## src/hw/bt_params.svh

```systemverilog
`ifndef BT_PARAMS_SVH
`define BT_PARAMS_SVH

////////////////////////////////
// widths
////////////////////////////////

// access code length in bits
`define BT_SYNC_W 64
// native clock CLKN
`define BT_CLKN_W 28
// holds a match count of 0..64
`define BT_CORR_W 7
`define BT_DROP_W 8

////////////////////////////////
// timing counts in clk_6M cycles
////////////////////////////////

`define BT_US_DIV 6
// 312.5 us half slot
`define BT_HSLOT_DIV 1875

`endif

```

## src/hw/bt_pkg.sv

```systemverilog
package bt_pkg;

  ////////////////////////////////
  // access mode
  ////////////////////////////////

  // picks the expected access code and is reported with every event
  typedef enum logic [1:0]
  {
    ACC_CAC  = 2'd0,
    ACC_DAC  = 2'd1,
    ACC_GIAC = 2'd2
  } access_mode_t;

  ////////////////////////////////
  // correlator FSM
  ////////////////////////////////

  // holdoff blocks repeat hits while the code slides out of the window
  typedef enum logic
  {
    CORR_ARMED   = 1'b0,
    CORR_HOLDOFF = 1'b1
  } corr_state_t;

endpackage

```

## src/hw/bt_rx_sampler.sv

```systemverilog
`timescale 1ns/100ps
`include "bt_params.svh"

module bt_rx_sampler
(
  input  logic                  clk_6M,
  input  logic                  rstz,
  input  logic                  rxbit,
  input  logic                  us_tick,
  output logic [`BT_SYNC_W-1:0] sync_window,
  output logic                  bit_strobe
);

  logic rx_meta;
  logic rx_sync;

  ////////////////////////////////
  // resync of the async rx input
  ////////////////////////////////

  always_ff @(posedge clk_6M or negedge rstz)
  begin
    if (!rstz)
    begin
      rx_meta <= 1'b0;
      rx_sync <= 1'b0;
    end
    else
    begin
      rx_meta <= rxbit;
      rx_sync <= rx_meta;
    end
  end

  ////////////////////////////////
  // 1 us sampling into the window
  ////////////////////////////////

  always_ff @(posedge clk_6M or negedge rstz)
  begin
    if (!rstz)
    begin
      sync_window <= '0;
      bit_strobe  <= 1'b0;
    end
    else
    begin
      // newest bit at the lsb
      if (us_tick)
        sync_window <= {sync_window[`BT_SYNC_W-2:0], rx_sync};
      // marks the cycle the shifted window is visible
      bit_strobe <= us_tick;
    end
  end

endmodule

```

## src/hw/bt_rx_top.sv

```systemverilog
`timescale 1ns/100ps
`include "bt_params.svh"

module bt_rx_top import bt_pkg::*;
(
  input  logic                  clk_6M,
  input  logic                  rstz,
  input  logic                  rxbit,
  input  access_mode_t          access_mode,
  input  logic [`BT_SYNC_W-1:0] syncword_cac,
  input  logic [`BT_SYNC_W-1:0] syncword_dac,
  input  logic [`BT_SYNC_W-1:0] syncword_giac,
  input  logic [`BT_CORR_W-1:0] correthreshold,
  input  logic                  evt_ready,
  output logic [`BT_CLKN_W-1:0] clkn,
  output logic                  slot_p,
  output logic                  evt_valid,
  output logic [`BT_CLKN_W-1:0] evt_clkn,
  output access_mode_t          evt_mode,
  output logic [`BT_DROP_W-1:0] drop_count
);

  logic                  us_tick;
  logic [`BT_SYNC_W-1:0] sync_window;
  logic                  bit_strobe;
  logic                  hit_p;
  access_mode_t          hit_mode;

  ////////////////////////////////
  // native clock
  ////////////////////////////////

  bt_timebase u_timebase
  (
    .clk_6M (clk_6M ),
    .rstz   (rstz   ),
    .us_tick(us_tick),
    .clkn   (clkn   ),
    .slot_p (slot_p )
  );

  ////////////////////////////////
  // receive path
  ////////////////////////////////

  bt_rx_sampler u_rx_sampler
  (
    .clk_6M     (clk_6M     ),
    .rstz       (rstz       ),
    .rxbit      (rxbit      ),
    .us_tick    (us_tick    ),
    .sync_window(sync_window),
    .bit_strobe (bit_strobe )
  );

  bt_sync_correlator u_sync_correlator
  (
    .clk_6M        (clk_6M        ),
    .rstz          (rstz          ),
    .sync_window   (sync_window   ),
    .bit_strobe    (bit_strobe    ),
    .access_mode   (access_mode   ),
    .syncword_cac  (syncword_cac  ),
    .syncword_dac  (syncword_dac  ),
    .syncword_giac (syncword_giac ),
    .correthreshold(correthreshold),
    .hit_p         (hit_p         ),
    .hit_mode      (hit_mode      )
  );

  // hit events out over valid/ready
  bt_sync_reporter u_sync_reporter
  (
    .clk_6M    (clk_6M    ),
    .rstz      (rstz      ),
    .hit_p     (hit_p     ),
    .hit_mode  (hit_mode  ),
    .clkn      (clkn      ),
    .evt_ready (evt_ready ),
    .evt_valid (evt_valid ),
    .evt_clkn  (evt_clkn  ),
    .evt_mode  (evt_mode  ),
    .drop_count(drop_count)
  );

endmodule

```

## src/hw/bt_sync_correlator.sv

```systemverilog
`timescale 1ns/100ps
`include "bt_params.svh"

module bt_sync_correlator import bt_pkg::*;
(
  input  logic                  clk_6M,
  input  logic                  rstz,
  input  logic [`BT_SYNC_W-1:0] sync_window,
  input  logic                  bit_strobe,
  input  access_mode_t          access_mode,
  input  logic [`BT_SYNC_W-1:0] syncword_cac,
  input  logic [`BT_SYNC_W-1:0] syncword_dac,
  input  logic [`BT_SYNC_W-1:0] syncword_giac,
  input  logic [`BT_CORR_W-1:0] correthreshold,
  output logic                  hit_p,
  output access_mode_t          hit_mode
);

  localparam int HOLD_CW = $clog2(`BT_SYNC_W);
  localparam logic [HOLD_CW-1:0] HOLD_LAST = HOLD_CW'(`BT_SYNC_W - 1);

  logic [`BT_SYNC_W-1:0] exp_code;
  logic [`BT_CORR_W-1:0] s1_count;
  access_mode_t          s1_mode;
  logic                  s1_valid;
  logic                  s2_hit;
  corr_state_t           state;
  logic [HOLD_CW-1:0]    hold_cnt;

  function automatic logic [`BT_CORR_W-1:0] count_ones(input logic [`BT_SYNC_W-1:0] v);
    logic [`BT_CORR_W-1:0] n;
    n = '0;
    for (int i = 0; i < `BT_SYNC_W; i++)
      n = n + v[i];
    return n;
  endfunction

  always_comb
  begin
    case (access_mode)
      ACC_DAC:  exp_code = syncword_dac;
      ACC_GIAC: exp_code = syncword_giac;
      default:  exp_code = syncword_cac;
    endcase
  end

  ////////////////////////////////
  // stage 1, agreeing bit count
  ////////////////////////////////

  always_ff @(posedge clk_6M)
  begin
    s1_count <= count_ones(~(sync_window ^ exp_code));
    s1_mode  <= access_mode;
  end

  ////////////////////////////////
  // stage 2, threshold and holdoff
  ////////////////////////////////

  assign s2_hit = s1_valid && (s1_count >= correthreshold) && (state == CORR_ARMED);

  always_ff @(posedge clk_6M or negedge rstz)
  begin
    if (!rstz)
    begin
      s1_valid <= 1'b0;
      hit_p    <= 1'b0;
      state    <= CORR_ARMED;
      hold_cnt <= '0;
    end
    else
    begin
      s1_valid <= bit_strobe;
      hit_p    <= s2_hit;
      if (s2_hit)
      begin
        // hit strobe counts as the first of 64
        state    <= CORR_HOLDOFF;
        hold_cnt <= HOLD_CW'(1);
      end
      else if (state == CORR_HOLDOFF && s1_valid)
      begin
        if (hold_cnt == HOLD_LAST)
          state <= CORR_ARMED;
        hold_cnt <= hold_cnt + 1'b1;
      end
    end
  end

  always_ff @(posedge clk_6M)
  begin
    hit_mode <= s1_mode;
  end

endmodule

```

## src/hw/bt_sync_reporter.sv

```systemverilog
`timescale 1ns/100ps
`include "bt_params.svh"

module bt_sync_reporter import bt_pkg::*;
(
  input  logic                  clk_6M,
  input  logic                  rstz,
  input  logic                  hit_p,
  input  access_mode_t          hit_mode,
  input  logic [`BT_CLKN_W-1:0] clkn,
  input  logic                  evt_ready,
  output logic                  evt_valid,
  output logic [`BT_CLKN_W-1:0] evt_clkn,
  output access_mode_t          evt_mode,
  output logic [`BT_DROP_W-1:0] drop_count
);

  localparam logic [`BT_DROP_W-1:0] DROP_MAX = '1;

  logic holder_free;
  logic load;
  logic drop;

  // holder counts as free in the cycle its event is taken
  assign holder_free = !evt_valid || evt_ready;
  assign load        = hit_p && holder_free;
  assign drop        = hit_p && !holder_free;

  ////////////////////////////////
  // one-entry event holder
  ////////////////////////////////

  always_ff @(posedge clk_6M or negedge rstz)
  begin
    if (!rstz)
      evt_valid <= 1'b0;
    else if (load)
      evt_valid <= 1'b1;
    else if (evt_ready)
      evt_valid <= 1'b0;
  end

  // clkn as seen at the hit
  always_ff @(posedge clk_6M)
  begin
    if (load)
    begin
      evt_clkn <= clkn;
      evt_mode <= hit_mode;
    end
  end

  ////////////////////////////////
  // lost hits under back-pressure
  ////////////////////////////////

  always_ff @(posedge clk_6M or negedge rstz)
  begin
    if (!rstz)
      drop_count <= '0;
    else if (drop && drop_count != DROP_MAX)
      // saturates at all ones
      drop_count <= drop_count + 1'b1;
  end

endmodule

```

## src/hw/bt_timebase.sv

```systemverilog
`timescale 1ns/100ps
`include "bt_params.svh"

module bt_timebase
(
  input  logic                  clk_6M,
  input  logic                  rstz,
  output logic                  us_tick,
  output logic [`BT_CLKN_W-1:0] clkn,
  output logic                  slot_p
);

  localparam int US_CW = $clog2(`BT_US_DIV);
  localparam int HS_CW = $clog2(`BT_HSLOT_DIV);
  localparam logic [US_CW-1:0] US_LAST = US_CW'(`BT_US_DIV - 1);
  localparam logic [HS_CW-1:0] HS_LAST = HS_CW'(`BT_HSLOT_DIV - 1);

  logic [US_CW-1:0] us_cnt;
  logic [HS_CW-1:0] hs_cnt;
  logic             hs_wrap;

  assign hs_wrap = (hs_cnt == HS_LAST);

  ////////////////////////////////
  // 1 us divider
  ////////////////////////////////

  always_ff @(posedge clk_6M or negedge rstz)
  begin
    if (!rstz)
    begin
      us_cnt  <= '0;
      us_tick <= 1'b0;
    end
    else
    begin
      if (us_cnt == US_LAST)
        us_cnt <= '0;
      else
        us_cnt <= us_cnt + 1'b1;
      // one cycle high every 6 cycles
      us_tick <= (us_cnt == US_LAST);
    end
  end

  ////////////////////////////////
  // half slot divider and CLKN
  ////////////////////////////////

  always_ff @(posedge clk_6M or negedge rstz)
  begin
    if (!rstz)
    begin
      hs_cnt <= '0;
      clkn   <= '0;
      slot_p <= 1'b0;
    end
    else
    begin
      if (hs_wrap)
        hs_cnt <= '0;
      else
        hs_cnt <= hs_cnt + 1'b1;

      // CLKN wraps at its full width
      if (hs_wrap)
        clkn <= clkn + 1'b1;

      // odd to even step of CLKN starts a new 625 us slot
      slot_p <= hs_wrap & clkn[0];
    end
  end

endmodule

```

## config.mk

```make
export PLATFORM = sky130hd
export DESIGN_NAME = bt_rx_top
export DESIGN_NICKNAME = d
export VERILOG_FILES = /design/src/hw/bt_pkg.sv /design/src/hw/bt_rx_sampler.sv /design/src/hw/bt_rx_top.sv /design/src/hw/bt_sync_correlator.sv /design/src/hw/bt_sync_reporter.sv /design/src/hw/bt_timebase.sv
export VERILOG_INCLUDE_DIRS = /design/src /design/src/hw
export SDC_FILE = /design/constraint.sdc
export NUM_CORES = 1
export LEC_CHECK = 0
export BUFFER_PORTS_ARGS = -buffer_cell sky130_fd_sc_hd__buf_2
export CAP_MARGIN = 20
export CELL_PAD_IN_SITES_DETAIL_PLACEMENT = 1
export CELL_PAD_IN_SITES_GLOBAL_PLACEMENT = 2
export CORE_MARGIN = 2
export CORE_UTILIZATION = 31
export DETAILED_ROUTE_END_ITERATION = 16
export HOLD_SLACK_MARGIN = 0.06
export PLACE_DENSITY_LB_ADDON = 0.3
export SKIP_LAST_GASP = 1
export SLEW_MARGIN = 10
export SYNTH_ARGS = -nofsm -noshare
export SYNTH_HDL_FRONTEND = slang
export SYNTH_HIERARCHICAL = 1
export SYNTH_SLANG_ARGS = --single-unit
```

## constraint.sdc

```tcl
create_clock -name clk_6M -period 5.85 [get_ports clk_6M]
set_input_delay 1.4625 -clock clk_6M [delete_from_list [all_inputs] [get_ports clk_6M]]
set_output_delay 1.4625 -clock clk_6M [all_outputs]
set_load 0.02 [all_outputs]
```

# ---- Yosys cells after proc, flatten, opt, wreduce, memory -nomap -nowiden
# Cells that the tools add are included.
dict set report word_totals {
  regBits 170
  inputBits 205
  out_inout_bits 68
  wordCells 122
}
dict set report op_classes {
  n_addsub 68
  magnitude_cmp 1
  n_eq_ne 6
  muxes 10
  bitwise_logic 4
  reduce_logical 13
}
# operator n
set op_table {}
lappend op_table {{adder 7 x 1 -> 7 bit} 62}
lappend op_table {{one-hot mux 64 bit (2 select lines)} 1}
lappend op_table {{NOT 64 bit} 1}
lappend op_table {{bitwise XOR 64 bit} 1}
lappend op_table {{adder 28 x 1 -> 28 bit, second input constant} 1}
lappend op_table {{2-to-1 mux 6 bit} 2}
lappend op_table {{adder 11 x 1 -> 11 bit, second input constant} 1}
lappend op_table {{equality test 11 bit, second input constant} 1}
lappend op_table {{2-to-1 mux 11 bit} 1}
lappend op_table {{adder 8 x 1 -> 8 bit, second input constant} 1}
lappend op_table {{!= test 8 bit, second input constant} 1}
lappend op_table {{greater-or-equal comparator 7 bit} 1}
lappend op_table {{adder 6 x 1 -> 6 bit, second input constant} 1}
lappend op_table {{equality test 6 bit, second input constant} 1}
lappend op_table {{logical AND 1 bit} 6}
lappend op_table {{nonzero test 2 bit} 3}
lappend op_table {{2-to-1 mux 1 bit} 5}
lappend op_table {{adder 3 x 1 -> 3 bit, second input constant} 1}
lappend op_table {{equality test 3 bit, second input constant} 1}
lappend op_table {{2-to-1 mux 3 bit} 1}
lappend op_table {{adder 1 x 1 -> 2 bit} 1}
lappend op_table {{equality test 2 x 1 -> 1 bit, second input constant} 1}
lappend op_table {{equality test 2 bit, second input constant} 1}
lappend op_table {{zero test 1 bit} 2}
lappend op_table {{4 further kinds} 4}

# ---- Longest topological paths before layout
dict set report depth {
  ltp_word 67
  depth_mapped 26
  mapped_depth_nobuf 24
}

# ---- By module
# Netlist, hierarchy kept.
# module n_inst cells_each area_each_um2 seq_area_each_um2
set by_module_without_submodules {}
lappend by_module_without_submodules {bt_sync_correlator 1 519 4332.9 445.4}
lappend by_module_without_submodules {bt_rx_sampler 1 138 2753.9 1676.6}
lappend by_module_without_submodules {bt_timebase 1 173 1981.9 1101.1}
lappend by_module_without_submodules {bt_sync_reporter 1 75 1396.3 1126.1}

# ---- Worst setup path after synthesis
# OpenSTA, ideal clock, no wires.
dict set report synth_path {
  path_kind {input -> register}
  start {input access_mode[0]}
  end {register u_sync_correlator.s1_count[6]}
  setup_time_ns 0.106
  arrival_time_ns 7.761
  required_ns 5.744
  path_slack_ns -2.017
  path_stages 25
  n_path_buf 2
  path_cell_list {inv_1 > ha_1 > buf_4 > buf_2 > nand2_1 > o21ai_1 > xnor2_1 > fa_1 > inv_1 > fa_1 > fa_1 > fa_1 > fa_1 > fa_1 > fa_1 > inv_1 > fa_1 > inv_1 > fa_1 > inv_1 > fa_1 > a21oi_1 > nor2_1 > nor2_1 > o311ai_0}
}
dict set report synth_via {
  elab_chain_cells 67
  word_cells_on_any_way 68
  cone_classes {63 x add/sub; 2 x eq/ne; 1 x mux; 2 x bitwise}
}
# item line_no
set synth_lines {}
lappend synth_lines {{from (decl)} bt_rx_top.sv:9} ;# input access_mode_t access_mode,
lappend synth_lines {{equality test 2 bit or equality test 2 x 1 -> 1 bit (tied branches)} bt_sync_correlator.sv:40} ;# case (access_mode)
lappend synth_lines {{one-hot mux 64 bit (2 select lines) *} bt_sync_correlator.sv:40}
lappend synth_lines {{bitwise XOR 64 bit *} bt_sync_correlator.sv:53} ;# s1_count <= count_ones(~(sync_window ^ exp_code));
lappend synth_lines {{NOT 64 bit *} bt_sync_correlator.sv:53}
lappend synth_lines {{adder 1 x 1 -> 2 bit} bt_sync_correlator.sv:34} ;# n = n + v[i];
lappend synth_lines {{adder 7 x 1 -> 7 bit (61 in a row)} bt_sync_correlator.sv:34}
lappend synth_lines {{adder 7 x 1 -> 7 bit *} bt_sync_correlator.sv:34}
lappend synth_lines {{to (signal assigned)} bt_sync_correlator.sv:53}
lappend synth_lines {{to (decl)} bt_sync_correlator.sv:23} ;# logic [`BT_CORR_W-1:0] s1_count;
# Mark *: on every way between the ends. The rest lies on a longest branch, timed or not.
# A chain may end at the register's enable or synchronous reset.

# ---- Worst setup path in the final report
dict set report layout_path {
  start {input access_mode[1]}
  end {register u_sync_correlator.s1_count[6]}
}
# The elaborated chain is that of the path after synthesis.

==> impl_metrics.tcl <==
set metrics [dict create \
    netlist.area_leader.share_pct 30.8 \
    syn_area_per_cell_um2 11.6 \
    critical-path-top-cell-by-count "fa_1" \
    cts_tree "done" \
    final_area_mm2 0.0140 \
    seqCellArea_mm2 0.00435 \
    antenna_found_initial 3 \
    critPathTopFamily "adder cells" \
    synth-edff-count 30 \
    pin_count 273 \
    worst_pin_slew_ns 0.951 \
    seq_area_frac_synth_pct 41.6 \
    post_route_cells_drive_above_1_share_pct 44.6 \
    insertion_delay_ns 0.43 \
    portBuffers 272 \
    wl_um 31200 \
    max_freq_mhz 131 \
    layout_common_cells "buf_2 (270), dfrtp_1 (128), nand2_1 (77)" \
    multi_input_area_mm2 0.00585 \
    die_y_um 188 \
    drt_iter0_markers 304 \
    r2r_start "u_rx_sampler/sync_window[2]" \
    final_nets 1537 \
    initial_core_util_pct 31.4 \
    yosysTopAreaCell "dfrtp_1" \
    yosysWarnings 6 \
    synth.distinct_cells 60 \
    max-clock-path-buffers 2 \
    gp_congestion 0.764 \
    drc 0 \
    gr-total-overflow 0 \
    worstSetupPathType "in -> reg" \
    syn_inst 905 \
    path_max_fanout 9 \
    hp-class "reg -> reg" \
    critPathMaxStageDelay_ns 0.58 \
    clock_sinks 170 \
    drv_slew 0 \
    hold_viol_final 0 \
    critical_path.startpoint_type "input port" \
    area_growth_syn_to_layout_pct 33.9 \
    htree_levels 4 \
    fin_cells 1711 \
    grt_max_degree 93 \
    synth_nets 1194 \
    ant_nets 0 \
    arrival_ns 7.94 \
    num_vias 7988 \
    dieArea_mm2 0.0352 \
    maxCapViolCount 0 \
    cts_made_buffers 17 \
    core_mm2 0.0334 \
    min_to "u_sync_correlator/hit_mode[0]" \
    final_common_cell "buf_2" \
    min_path_cells 0 \
    num_rows 67 \
    clkTransAtPathRegs_ns 0.07 \
    rsz0062_at_grt "yes" \
    min_from "u_sync_correlator/s1_mode[0]" \
    ff2ff_setup_slack_ns -0.34 \
    nFillCells 3744 \
    slowest_stage "fa_1" \
    fin_ws_ns -1.76 \
    period_minus_slack_ns 7.61 \
    die_w_um 188 \
    async_reset_ff_share_pct 75.9 \
    drt-vias-per-instance 4.67 \
    grt_pass1_vias 8837 \
    placed_area_mm2 0.0127 \
    dp.cells 1652 \
    synth_seq_cells 170 \
    drt-pass1-iter-count 4 \
    slew_headroom_pct 36.6 \
    grtUsageTotal_pct 17.6 \
    fin_skew_ns 0.0136 \
    hpwl_um 22800 \
    cp_num_buf_inv 7 \
    worstPathRequired_ns 6.18 \
    wl_per_cell_um 18.3 \
    synth_area_leaders "dfrtp_1 (31%), fa_1 (10%), mux2_4 (8.8%)" \
    r2r_end "u_sync_correlator/s1_count[6]" \
    critical_path.endpoint_type "flop" \
    post-route-period-util_pct 130 \
    status "finished with violations" \
    reg2regPathDepth 19 \
    grt_pass1_wl_um 48500 \
    synth_area_mm2 0.0105 \
    violations "setup timing" \
    cts-root-buf "clkbuf_16" \
    setup_viol 7 \
    ys.flop_type "dfrtp_1" \
]
[per-layer routing]
metal  up-vias  track usage (%)  share of wire (%)
met1      4016             22.8                 44
met2       168             30.9                 51
met5         -                0              0.042
met3        21             3.13                3.4
li1       3781                -                  -
met4         2             3.73                1.0
[how the worst max path moves through the flow]
stage                               endpoint  slack, ns           start  depth (start not counted)
2_1_floorplan  u_sync_correlator/s1_count[6]      -1.72  access_mode[1]                         26
3_3_place_gp   u_sync_correlator/s1_count[6]      -2.15  access_mode[0]                         26
3_5_place_dp   u_sync_correlator/s1_count[5]      -2.33  access_mode[1]                         24
4_1_cts        u_sync_correlator/s1_count[6]      -1.71  access_mode[0]                         25
5_1_grt        u_sync_correlator/s1_count[6]      -1.97  access_mode[0]                         27
6_report       u_sync_correlator/s1_count[6]      -1.76  access_mode[1]                         25
[synth_stat cells, types with 11 or more instances]
cell type / n
xnor2_1: 64
nand2_1: 85
ha_1: 30
dfrtp_1: 129
fa_1: 54
inv_1: 79
nor2_1: 23
o21ai_1: 65
mux2_4: 61
buf_2: 14
nand4_1: 22
a22oi_1: 64
edfxtp_1: 30
dfxtp_1: 11
xor2_1: 42
nand3_1: 19
[sequential cells by signal, summed over array words and instances, names as in the netlist, 2 cells and up]
name / flops
u_rx_sampler/sync_window: 64
u_sync_correlator/hit_mode: 2
u_sync_correlator/hold_cnt: 6
u_sync_correlator/s1_count: 7
u_sync_correlator/s1_mode: 2
u_sync_reporter/drop_count: 8
u_sync_reporter/evt_clkn: 28
u_sync_reporter/evt_mode: 2
u_timebase/clkn: 28
u_timebase/hs_cnt: 11
u_timebase/us_cnt: 3
[metrics by stage]
step / util [%] / setup WS [ns] / hold slack, ns / TNS [ns]
global placement: 37.9 / -2.15 / 0.310 / -13.81
global route: 42.0 / -1.97 / 0.343 / -12.46
CTS: 40.9 / -1.71 / 0.333 / -10.77
floorplan: - / -1.72 / 0.310 / -10.77
detailed placement: 37.9 / -2.33 / 0.315 / -14.70
finish: 42.0 / -1.76 / 0.331 / -11.22
[area by class of cell]
cell class                 instances  share of cell area [%]
antenna                            2                  0.0357
tap                              448                    4.00
sequential                       170                    31.1
multi-input combinational        613                    41.7
timing repair buffer             366                    16.7
inverter                          80                    2.21
clock inverter                    15                    1.25
clock buffer                      17                    3.03
[kinds of logic (layout without fill, tap and decap cells)]
logic type | after synthesis | after routing | share of synthesized area (%)
xor+xnor | 106 | 106 | 8.87
fa+ha+maj | 84 | 84 | 13.9
flops | 170 | 170 | 41.6
buf+inv | 122 | 478 | 6.55
simple gates | 195 | 195 | 9.52
other cells | 0 | 2 | 0
compound gates | 159 | 159 | 9.97
mux | 69 | 69 | 9.61
[timing repair]
item / in CTS / in global routing
resized for setup: 39 / 68
buffers inserted: 14 / 7
gates cloned: 4 / 4
pin swaps: 21 / 37
endpoints found under the setup margin: 7 / 7
hold buffers: 0 / 0
Power is left out: the tool's default activity adds up to more than one toggle a clock period on the data nets, which glitch-free logic cannot reach.
